[src/verilog/fp_cfg.svh]
// single-precision format configuration: field widths, guard bits and exponent bias
`ifndef FP_CFG_SVH
`define FP_CFG_SVH

// biased exponent field
`define FP_EXP_W 8

// stored fraction, hidden bit not included
`define FP_FRAC_W 23

// guard, round and sticky below the fraction
`define FP_GRS_W 3

// exponent bias, twice this is the largest finite exponent
`define FP_BIAS 127

// working significand: hidden bit + fraction + grs (27)
`define FP_SIG_W (1 + `FP_FRAC_W + `FP_GRS_W)

`endif

[src/verilog/fp_format_pkg.sv]
// floating-point format types: IEEE word, exponent, significand and shift vectors
`default_nettype none

`include "fp_cfg.svh"

package fp_format_pkg;

    // sign, exponent, fraction
    typedef logic [`FP_EXP_W+`FP_FRAC_W:0] float32_t;

    // biased exponent as stored
    typedef logic [`FP_EXP_W-1:0] exp_t;

    // signed working exponent
    // two extra bits so normalization may run below 1 or past 254
    typedef logic signed [`FP_EXP_W+1:0] exp_wide_t;

    // hidden bit, fraction, guard, round, sticky
    typedef logic [`FP_SIG_W-1:0] sig_t;

    // alignment distance, saturates at the significand width
    typedef logic [`FP_EXP_W-1:0] shift_t;

endpackage

`default_nettype wire

[src/verilog/fp_op_pkg.sv]
// floating-point operation types: operation select, result class and canonical quiet NaN
`default_nettype none

`include "fp_cfg.svh"

package fp_op_pkg;

    import fp_format_pkg::*;

    typedef enum logic {
        FP_ADD = 1'b0,
        FP_SUB = 1'b1
    } op_e;

    // class of the pending result as decided at unpack
    // a normal result may still collapse to zero or overflow downstream
    typedef enum logic [1:0] {
        CLS_NORMAL = 2'd0,
        CLS_ZERO   = 2'd1,
        CLS_INF    = 2'd2,
        CLS_NAN    = 2'd3
    } class_e;

    // positive, all-ones exponent, only the quiet bit of the fraction (0x7fc00000)
    localparam float32_t FP_QNAN = {1'b0, {`FP_EXP_W{1'b1}}, 1'b1, {(`FP_FRAC_W-1){1'b0}}};

endpackage

`default_nettype wire

[src/verilog/fp_stage_if.sv]
// pipeline stage link: valid/ready handshake with the adder's working payload
`timescale 1ns/1ps
`default_nettype none

interface fp_stage_if import fp_format_pkg::*, fp_op_pkg::*; ();

    // handshake, transfer on a clock edge with both high
    logic      valid;
    logic      ready;

    // working payload, stable while valid and not ready
    logic      sign;
    exp_wide_t exp;
    // larger significand
    sig_t      sig_a;
    // smaller significand, or the result after the add stage
    sig_t      sig_b;
    shift_t    shift;
    logic      eff_sub;
    class_e    cls;
    // finished word for zero, inf and nan classes
    float32_t  special;

    modport src (
        output valid, sign, exp, sig_a, sig_b, shift, eff_sub, cls, special,
        input  ready
    );

    modport dst (
        input  valid, sign, exp, sig_a, sig_b, shift, eff_sub, cls, special,
        output ready
    );

endinterface

`default_nettype wire

[src/verilog/align_significands.sv]
// alignment stage: shifts the smaller significand right and folds lost bits into sticky
`timescale 1ns/1ps
`default_nettype none

`include "fp_cfg.svh"

module align_significands import fp_format_pkg::*; (
    input  logic    clk,
    input  logic    rst_n,
    fp_stage_if.dst i,
    fp_stage_if.src o
);

    sig_t shifted;
    sig_t lost_mask;
    logic sticky;
    sig_t aligned;

    always_comb begin
        shifted   = i.sig_b >> i.shift;
        // ones over every bit position that falls off the bottom
        lost_mask = ~({`FP_SIG_W{1'b1}} << i.shift);
        sticky    = |(i.sig_b & lost_mask);
        aligned   = shifted;
        // up to 3 places only the zero grs bits drop out, nothing to keep
        if (i.shift > `FP_GRS_W) begin
            aligned[0] = shifted[0] | sticky;
        end
    end

    assign i.ready = !o.valid || o.ready;

    always_ff @(posedge clk or negedge rst_n) begin
        if (!rst_n) begin
            o.valid <= 1'b0;
        end else if (i.ready) begin
            o.valid <= i.valid;
        end
    end

    // larger operand and the rest pass straight on
    always_ff @(posedge clk) begin
        if (i.ready && i.valid) begin
            o.sign    <= i.sign;
            o.exp     <= i.exp;
            o.sig_a   <= i.sig_a;
            o.sig_b   <= aligned;
            // shift spent here
            o.shift   <= '0;
            o.eff_sub <= i.eff_sub;
            o.cls     <= i.cls;
            o.special <= i.special;
        end
    end

    // operand order from unpack must survive alignment, so subtract never borrows
    a_aligned_order: assert property (@(posedge clk) disable iff (!rst_n)
        o.valid |-> (o.sig_b <= o.sig_a));

endmodule

`default_nettype wire

[src/verilog/fp_add_top.sv]
// single-precision adder/subtractor top: four pipelined stages behind a valid/ready stream
`timescale 1ns/1ps
`default_nettype none

module fp_add_top import fp_format_pkg::*, fp_op_pkg::*; (
    input  logic     clk,
    input  logic     rst_n,
    input  logic     in_valid,
    output logic     in_ready,
    input  float32_t a,
    input  float32_t b,
    input  op_e      op,
    output logic     out_valid,
    input  logic     out_ready,
    output float32_t result
);

    // links between the stages
    fp_stage_if s1 ();
    fp_stage_if s2 ();
    fp_stage_if s3 ();

    // stage 1, unpack and order
    fp_unpack_swap u_unpack (
        .clk      (clk),
        .rst_n    (rst_n),
        .in_valid (in_valid),
        .in_ready (in_ready),
        .a        (a),
        .b        (b),
        .op       (op),
        .o        (s1.src)
    );

    // stage 2, align smaller operand
    align_significands u_align (
        .clk   (clk),
        .rst_n (rst_n),
        .i     (s1.dst),
        .o     (s2.src)
    );

    // stage 3, add or subtract then normalize
    sig_add_normalize u_add_norm (
        .clk   (clk),
        .rst_n (rst_n),
        .i     (s2.dst),
        .o     (s3.src)
    );

    // stage 4, round and pack
    round_pack u_round (
        .clk       (clk),
        .rst_n     (rst_n),
        .i         (s3.dst),
        .out_valid (out_valid),
        .out_ready (out_ready),
        .result    (result)
    );

endmodule

`default_nettype wire

[src/verilog/fp_unpack_swap.sv]
// unpack stage: flushes subnormals, classifies specials, orders operands, finds the shift
`timescale 1ns/1ps
`default_nettype none

`include "fp_cfg.svh"

module fp_unpack_swap import fp_format_pkg::*, fp_op_pkg::*; (
    input  logic     clk,
    input  logic     rst_n,
    input  logic     in_valid,
    output logic     in_ready,
    input  float32_t a,
    input  float32_t b,
    input  op_e      op,
    fp_stage_if.src  o
);

    localparam exp_t EXP_ALL_ONES = '1;

    // field views, b sign already folded with the operation
    logic                  sign_a;
    logic                  sign_b;
    exp_t                  exp_a;
    exp_t                  exp_b;
    logic [`FP_FRAC_W-1:0] frac_a;
    logic [`FP_FRAC_W-1:0] frac_b;
    logic                  zero_a;
    logic                  zero_b;
    logic                  inf_a;
    logic                  inf_b;
    logic                  nan_a;
    logic                  nan_b;
    sig_t                  full_a;
    sig_t                  full_b;
    logic                  a_big;
    logic                  eff_sub;
    exp_t                  exp_big;
    exp_t                  exp_small;
    exp_t                  exp_diff;
    shift_t                nxt_shift;
    class_e                nxt_cls;
    float32_t              nxt_special;

    always_comb begin
        sign_a  = a[`FP_EXP_W+`FP_FRAC_W];
        sign_b  = b[`FP_EXP_W+`FP_FRAC_W] ^ (op == FP_SUB);
        exp_a   = a[`FP_FRAC_W +: `FP_EXP_W];
        exp_b   = b[`FP_FRAC_W +: `FP_EXP_W];
        frac_a  = a[`FP_FRAC_W-1:0];
        frac_b  = b[`FP_FRAC_W-1:0];
        // zero exponent also covers subnormals, flushed to signed zero
        zero_a  = (exp_a == '0);
        zero_b  = (exp_b == '0);
        inf_a   = (exp_a == EXP_ALL_ONES) && (frac_a == '0);
        inf_b   = (exp_b == EXP_ALL_ONES) && (frac_b == '0);
        nan_a   = (exp_a == EXP_ALL_ONES) && (frac_a != '0);
        nan_b   = (exp_b == EXP_ALL_ONES) && (frac_b != '0);
        eff_sub = sign_a ^ sign_b;
        // hidden bit on top, grs cleared
        full_a  = zero_a ? '0 : {1'b1, frac_a, {`FP_GRS_W{1'b0}}};
        full_b  = zero_b ? '0 : {1'b1, frac_b, {`FP_GRS_W{1'b0}}};
        // magnitude order on exponent then fraction
        a_big   = zero_b || (!zero_a &&
                  (a[`FP_EXP_W+`FP_FRAC_W-1:0] >= b[`FP_EXP_W+`FP_FRAC_W-1:0]));
        exp_big   = a_big ? exp_a : exp_b;
        exp_small = a_big ? exp_b : exp_a;
        exp_diff  = exp_big - exp_small;
        // past the full width everything lands in sticky anyway
        nxt_shift = (exp_diff > `FP_SIG_W) ? shift_t'(`FP_SIG_W) : exp_diff;

        // nan wins, then inf, then the both-zero case
        if (nan_a || nan_b || (inf_a && inf_b && eff_sub)) begin
            nxt_cls     = CLS_NAN;
            nxt_special = FP_QNAN;
        end else if (inf_a || inf_b) begin
            nxt_cls     = CLS_INF;
            nxt_special = {inf_a ? sign_a : sign_b, EXP_ALL_ONES, {`FP_FRAC_W{1'b0}}};
        end else if (zero_a && zero_b) begin
            // unlike signs give +0
            nxt_cls     = CLS_ZERO;
            nxt_special = {sign_a & sign_b, {(`FP_EXP_W+`FP_FRAC_W){1'b0}}};
        end else begin
            nxt_cls     = CLS_NORMAL;
            nxt_special = '0;
        end
    end

    // single output register, refills when empty or drained
    assign in_ready = !o.valid || o.ready;

    always_ff @(posedge clk or negedge rst_n) begin
        if (!rst_n) begin
            o.valid <= 1'b0;
        end else if (in_ready) begin
            o.valid <= in_valid;
        end
    end

    always_ff @(posedge clk) begin
        if (in_ready && in_valid) begin
            o.sign    <= a_big ? sign_a : sign_b;
            o.exp     <= exp_wide_t'(exp_big);
            o.sig_a   <= a_big ? full_a : full_b;
            o.sig_b   <= a_big ? full_b : full_a;
            o.shift   <= nxt_shift;
            o.eff_sub <= eff_sub;
            o.cls     <= nxt_cls;
            o.special <= nxt_special;
        end
    end

    // align stage relies on the shift staying inside the significand
    a_shift_range: assert property (@(posedge clk) disable iff (!rst_n)
        o.valid |-> (o.shift <= shift_t'(`FP_SIG_W)));

endmodule

`default_nettype wire

[src/verilog/round_pack.sv]
// round stage: nearest-even rounding, overflow and underflow handling, IEEE packing
`timescale 1ns/1ps
`default_nettype none

`include "fp_cfg.svh"

module round_pack import fp_format_pkg::*, fp_op_pkg::*; (
    input  logic     clk,
    input  logic     rst_n,
    fp_stage_if.dst  i,
    output logic     out_valid,
    input  logic     out_ready,
    output float32_t result
);

    localparam exp_t EXP_ALL_ONES = '1;

    logic                  lsb;
    logic                  guard;
    logic                  round_bit;
    logic                  sticky;
    logic                  round_up;
    // hidden bit + fraction, one spare bit on top for the rounding carry
    logic [`FP_FRAC_W+1:0] mant;
    logic                  carry;
    exp_wide_t             exp_r;
    logic [`FP_FRAC_W-1:0] frac_r;
    float32_t              nxt_result;

    always_comb begin
        lsb       = i.sig_b[`FP_GRS_W];
        guard     = i.sig_b[`FP_GRS_W-1];
        round_bit = i.sig_b[`FP_GRS_W-2];
        sticky    = i.sig_b[0];
        // above half, or exactly half with an odd lsb
        round_up  = guard & (round_bit | sticky | lsb);
        mant      = {1'b1 & 1'b0, i.sig_b[`FP_SIG_W-1:`FP_GRS_W]} + round_up;
        // all-ones fraction rolled over to 10.000..
        carry     = mant[`FP_FRAC_W+1];
        exp_r     = i.exp + exp_wide_t'(carry);
        // a rollover leaves the low fraction bits all zero
        frac_r    = mant[`FP_FRAC_W-1:0];

        if (i.cls != CLS_NORMAL) begin
            nxt_result = i.special;
        end else if (exp_r > exp_wide_t'(2 * `FP_BIAS)) begin
            // overflow to signed infinity
            nxt_result = {i.sign, EXP_ALL_ONES, {`FP_FRAC_W{1'b0}}};
        end else if (exp_r < exp_wide_t'(1)) begin
            // no subnormal outputs, flush to signed zero
            nxt_result = {i.sign, {(`FP_EXP_W+`FP_FRAC_W){1'b0}}};
        end else begin
            nxt_result = {i.sign, exp_t'(exp_r), frac_r};
        end
    end

    // last register, held while the consumer stalls
    assign i.ready = !out_valid || out_ready;

    always_ff @(posedge clk or negedge rst_n) begin
        if (!rst_n) begin
            out_valid <= 1'b0;
        end else if (i.ready) begin
            out_valid <= i.valid;
        end
    end

    always_ff @(posedge clk) begin
        if (i.ready && i.valid) begin
            result <= nxt_result;
        end
    end

endmodule

`default_nettype wire

[src/verilog/sig_add_normalize.sv]
// add stage: adds or subtracts the aligned significands and normalizes the result
`timescale 1ns/1ps
`default_nettype none

`include "fp_cfg.svh"

module sig_add_normalize import fp_format_pkg::*, fp_op_pkg::*; (
    input  logic    clk,
    input  logic    rst_n,
    fp_stage_if.dst i,
    fp_stage_if.src o
);

    // extra top bit catches the add carry
    logic [`FP_SIG_W:0] sum;
    logic [4:0]         lead;
    sig_t               norm_sig;
    exp_wide_t          norm_exp;
    class_e             nxt_cls;
    float32_t           nxt_special;

    // leading zero count over the working significand
    function automatic logic [4:0] count_lead_zeros(input sig_t v);
        logic [4:0] n;
        logic       seen;
        n    = '0;
        seen = 1'b0;
        for (int k = `FP_SIG_W - 1; k >= 0; k--) begin
            if (v[k]) begin
                seen = 1'b1;
            end else if (!seen) begin
                n = n + 5'd1;
            end
        end
        return n;
    endfunction

    always_comb begin
        // sig_a is never smaller, so the difference stays positive
        if (i.eff_sub) begin
            sum = {1'b0, i.sig_a} - {1'b0, i.sig_b};
        end else begin
            sum = {1'b0, i.sig_a} + {1'b0, i.sig_b};
        end
        lead = count_lead_zeros(sum[`FP_SIG_W-1:0]);

        if (sum[`FP_SIG_W]) begin
            // carry out, one place right, lowest bit kept in sticky
            norm_sig = {sum[`FP_SIG_W:2], sum[1] | sum[0]};
            norm_exp = i.exp + exp_wide_t'(1);
        end else begin
            // cancellation, pull the leading one up to the hidden bit
            norm_sig = sum[`FP_SIG_W-1:0] << lead;
            norm_exp = i.exp - exp_wide_t'(lead);
        end

        // exact zero from a normal pair is +0
        if ((i.cls == CLS_NORMAL) && (sum == '0)) begin
            nxt_cls     = CLS_ZERO;
            nxt_special = '0;
        end else begin
            nxt_cls     = i.cls;
            nxt_special = i.special;
        end
    end

    assign i.ready = !o.valid || o.ready;

    always_ff @(posedge clk or negedge rst_n) begin
        if (!rst_n) begin
            o.valid <= 1'b0;
        end else if (i.ready) begin
            o.valid <= i.valid;
        end
    end

    always_ff @(posedge clk) begin
        if (i.ready && i.valid) begin
            o.sign    <= i.sign;
            o.exp     <= norm_exp;
            // result travels in sig_b from here on
            o.sig_a   <= '0;
            o.sig_b   <= norm_sig;
            o.shift   <= '0;
            o.eff_sub <= 1'b0;
            o.cls     <= nxt_cls;
            o.special <= nxt_special;
        end
    end

    // rounding assumes a normalized significand for every normal result
    a_hidden_bit: assert property (@(posedge clk) disable iff (!rst_n)
        (o.valid && (o.cls == CLS_NORMAL)) |-> o.sig_b[`FP_SIG_W-1]);

endmodule

`default_nettype wire
[config.mk]
export PLATFORM = sky130hd
export DESIGN_NAME = fp_add_top
export DESIGN_NICKNAME = d
export VERILOG_FILES = /design/src/verilog/fp_format_pkg.sv /design/src/verilog/fp_op_pkg.sv /design/src/verilog/fp_stage_if.sv /design/src/verilog/align_significands.sv /design/src/verilog/fp_add_top.sv /design/src/verilog/fp_unpack_swap.sv /design/src/verilog/round_pack.sv /design/src/verilog/sig_add_normalize.sv
export VERILOG_INCLUDE_DIRS = /design/src /design/src/verilog
export SDC_FILE = /design/constraint.sdc
export NUM_CORES = 1
export LEC_CHECK = 0
export ABC_AREA = 1
export BUFFER_PORTS_ARGS = -buffer_cell sky130_fd_sc_hd__buf_2
export CAP_MARGIN = 20
export CORE_MARGIN = 1
export CORE_UTILIZATION = 50
export CTS_CLUSTER_DIAMETER = 120
export CTS_CLUSTER_SIZE = 10
export DETAILED_ROUTE_END_ITERATION = 12
export PLACE_DENSITY = 0.74
export SETUP_SLACK_MARGIN = 0.3
export SLEW_MARGIN = 20
export SYNTH_ARGS = -nofsm -noshare
export SYNTH_HDL_FRONTEND = slang
export SYNTH_SLANG_ARGS = --single-unit
[constraint.sdc]
create_clock -name clk -period 43.8 [get_ports clk]
set_clock_uncertainty 0.2 [all_clocks]
set_input_delay 8.76 -clock clk [delete_from_list [all_inputs] [get_ports clk]]
set_output_delay 8.76 -clock clk [all_outputs]
set_load 0.02 [all_outputs]
==> implementation parameters <==
Parameter                              Value

Die
  Cell row count    68
  Initial cell density of the core    51.3%
  Die outline area    36,600 µm²
  Vertical extent of the die    191 µm
  Core area    34,900 µm²
  Die Width    191 µm
  Count of boundary I/O pins    103

CTS
  H-tree levels    1
  Deepest clock path buffer count    3
  Hold-fix buffers at CTS    0
  Count of instances resized after the clock tree is built    0
  Post-CTS setup-driven buffer insertion count    0
  TritonCTS Buffers    25
  CTS tree    done
  Clock sink total    213
  Root Driver    sky130_fd_sc_hd__clkbuf_16
  Clock latency of the later-clocked register in the worst-skew pair    550 ps
  Clock-pin slew on the worst setup and hold paths    50 ps

STA
  Final critical path time including I/O delays and setup    19,550 ps
  Final period util    44.6%
  Worst Setup Slack, final    24,250 ps
  Total setup violations reported at the end of the flow    0
  Setup TNS Final    0 ps
  Final Hold Fails    0
  Slew at the pin with the worst max-slew slack    1090 ps
  Setup repair after global routing missed its margin    false
  Final Slew Violations    0
  Worst rel slew slack    27.2%
  Top achievable clock speed    51.1 MHz

Setup path
  Buffering stage count on the worst path with inverters included    12
  Delay of the slowest cell on the worst path    580 ps
  Capture instance of the worst register-to-register path    u_add_norm.o.exp[7]
  Largest driver fanout on the critical path    23
  CP Data Arrival Time    19,620 ps
  Worst Setup End Kind    flop
  Crit-path most repeated cell    sky130_fd_sc_hd__nand2_1
  Cell type of the slowest stage on the worst timing path    sky130_fd_sc_hd__ha_1
  Depth of the worst register-to-register path    115
  CP Data Required Time    43,870 ps
  Kind of cell with the highest combined delay on the critical path    adder cells
  Critical path type    reg -> reg
  Startpoint of the worst register-to-register path    u_align.o.sig_b[0]
  Element type at the critical path start    flop
  Reg-to-reg setup timing slack    24,250 ps

Placed design
  Total of buffers placed on input and output ports    102
  Routability-driven placement congestion ratio    0.981
  Pre-CTS setup slack    24,350 ps
  Final HPWL DP    39,700 µm

Pwr
  Proportion of power drawn by flip-flops and latches    26.9%
  Logic gate share of total power    56.9%
  Power consumption    1.11 mW
  Relative contribution of the clock network to total power    16.3%
  Cell area power density    57.3 nW/µm²
  Switching power as a share of total power    48.3%
  Worst vdd rail ir drop    0.0353 mV
  Leakage power figure    9.13 nW
  Switching power    0.538 mW
  Internal Dissipation    0.575 mW

Logic synthesis
  Syn avg cell area    7.13 µm²
  Number of distinct library cells after synthesis    65
  Fraction of the yosys area taken by sequential cells    35.6%
  Number of enable-type register cells in the synthesized netlist    209
  Main synth FF type    sky130_fd_sc_hd__edfxtp_1
  Post-synth top area cell    sky130_fd_sc_hd__edfxtp_1
  Synth Cell Area    17,900 µm²
  FFs w/ async S/R, synth    1.88%
  Syn Inst Count    2,513
  Syn. warnings    0
  Cells taking the most area after synthesis    sky130_fd_sc_hd__edfxtp_1 35%, sky130_fd_sc_hd__nand2_1 15%, sky130_fd_sc_hd__inv_1 7.6%, sky130_fd_sc_hd__ha_1 6.4%, sky130_fd_sc_hd__nand3_1 5.5%
  Top-area cell type share of the netlist area    35.0%
  FF+latch count, synth    213

GRT
  Vias in the first global route    16,171
  Congestion Overflow GR    0
  Pin count of the biggest net entering global routing    71
  Wire length of the first global-routing pass    79,100 µm
  Antenna violations before repair    1
  Gr usage total    27.2%

Route
  Total number of vias    16,934
  First-pass detailed-route iteration total    6
  Number of vias per cell    5.55
  Wire per inst    16.0 µm
  Violation count after the first detailed-route iteration    1,202
  Total Routed Length    48,900 µm
  Remaining DRCs    0
  Post-route antenna net violation count    0

Finish
  Number of nets in the finished design    2,752
  N_diodes    0
  Area growth, synth to finish    8.59%
  Share of layout cells above drive strength 1    8.70%

Flow run
  Max capacitance violation total    0

Hold path
  Launch instance of the worst min-delay path    u_unpack.o.cls[0]
  Path class of the lowest-slack min-delay path    reg -> reg
  Cell depth of the worst hold path    0
  Worst hold path endpoint    u_align.o.cls[0]

Outcome
  Run status    completed
==> routing by layer <==
layer / vias to the layer above / track usage [%] / wire length [µm]
met1: 7752 / 33.4 / 20600
met4: 0 / 10.7 / 2010
met5: - / 0 / 0
li1: 8534 / - / -
met3: 115 / 3.03 / 2630
met2: 533 / 48.5 / 23700
==> power by group through the flow <==
stage / logic [mW] / clock network [mW] / registers, mW
floorplan: 0.474 / 0 / 0.300
global placement: 0.609 / 0 / 0.302
detailed placement: 0.621 / 0 / 0.303
CTS: 0.625 / 0.186 / 0.299
global route: 0.719 / 0.192 / 0.304
finish: 0.633 / 0.181 / 0.299
==> through the flow <==
step,area (µm²),utilization (%),std cells,hold slack [ps]
after floorplan,17900,-,2515,200
after global placement,18800,53.8,3018,201
after detailed placement,18800,53.8,3018,205
after CTS,19400,55.7,3053,211
after global routing,19400,55.7,3053,214
final,19400,55.7,3053,207
==> how the worst max path moves through the flow <==
stage / from / end / slack (ps) / cells after the start
after floorplan: out_ready / in_ready / 25420 / 8
after global placement: out_ready / in_ready / 24920 / 10
after detailed placement: u_align.o.sig_b[0] / u_add_norm.o.exp[7] / 24350 / 115
after CTS: u_align.o.sig_b[0] / u_add_norm.o.exp[7] / 24290 / 115
after global routing: u_align.o.sig_b[0] / u_add_norm.o.exp[7] / 22020 / 116
final: u_align.o.sig_b[0] / u_add_norm.o.exp[7] / 24250 / 115
==> placed cells by master, fill, tap and decap left out, types with 7 or more instances in the layout <==
cell                        count
sky130_fd_sc_hd__nand2_1      693
sky130_fd_sc_hd__inv_1        360
sky130_fd_sc_hd__edfxtp_1     209
sky130_fd_sc_hd__nor2_1       197
sky130_fd_sc_hd__nand3_1      195
sky130_fd_sc_hd__o21ai_0      180
sky130_fd_sc_hd__buf_2        102
sky130_fd_sc_hd__ha_1          92
sky130_fd_sc_hd__a21oi_1       87
sky130_fd_sc_hd__xor2_1        55
sky130_fd_sc_hd__nand4_1       51
sky130_fd_sc_hd__o21ai_1       50
sky130_fd_sc_hd__inv_2         25
sky130_fd_sc_hd__clkbuf_16     25
sky130_fd_sc_hd__nor3_1        24
sky130_fd_sc_hd__xnor2_1       21
sky130_fd_sc_hd__nor4_1        20
sky130_fd_sc_hd__o22ai_1       20
sky130_fd_sc_hd__nand2_2       17
sky130_fd_sc_hd__nor2_4        17
sky130_fd_sc_hd__a31oi_1        9
sky130_fd_sc_hd__clkinv_1       8
sky130_fd_sc_hd__o211ai_1       8
sky130_fd_sc_hd__o31ai_1        8
sky130_fd_sc_hd__mux2i_1        8
sky130_fd_sc_hd__o221ai_1       8
sky130_fd_sc_hd__nand3_2        7
sky130_fd_sc_hd__or2_2          7
sky130_fd_sc_hd__clkbuf_1       7
sky130_fd_sc_hd__buf_4          7
==> Yosys cell counts, types with 21 or more instances <==
cell type                  count
sky130_fd_sc_hd__edfxtp_1    209
sky130_fd_sc_hd__nor3_1       24
sky130_fd_sc_hd__o21ai_0     180
sky130_fd_sc_hd__inv_1       361
sky130_fd_sc_hd__a21oi_1      87
sky130_fd_sc_hd__xor2_1       55
sky130_fd_sc_hd__nand4_1      51
sky130_fd_sc_hd__clkbuf_1     38
sky130_fd_sc_hd__nand2_1     693
sky130_fd_sc_hd__ha_1         92
sky130_fd_sc_hd__o21ai_1      50
sky130_fd_sc_hd__xnor2_1      21
sky130_fd_sc_hd__inv_2        24
sky130_fd_sc_hd__nor2_1      200
sky130_fd_sc_hd__nand3_1     195
==> sequential cells by signal (all words and copies together) (netlist names), 3 cells and up <==
signal / count
u_add_norm.o.exp: 10
u_add_norm.o.sig_b: 27
u_add_norm.o.special: 3
u_align.o.exp: 8
u_align.o.sig_a: 24
u_align.o.sig_b: 27
u_align.o.special: 3
u_round.result: 32
u_unpack.o.exp: 8
u_unpack.o.shift: 8
u_unpack.o.sig_a: 24
u_unpack.o.sig_b: 24
u_unpack.o.special: 3
==> cell families after synthesis <==
kind of cell	synth area share (%)
AO/OA/AOI/OAI	12.6
XOR/XNOR	3.72
adder cells (fa/ha/maj)	6.54
buffers and inverters	9.91
flip-flops	35.6
multiplexers	0.510
other	0.0209
AND/OR/NAND/NOR	31.1
==> cell type report <==
cell class / count / area [µm²]
Fill cell: 3417 / 15400
Multi-Input combinational cell: 1849 / 9780
Sequential cell: 213 / 6380
Inverter: 392 / 1470
Clock buffer: 32 / 652
Tap cell: 455 / 569
Timing Repair Buffer: 109 / 563
Clock inverter: 3 / 31.3
No activity file was read; power rests on OpenSTA's default activity.
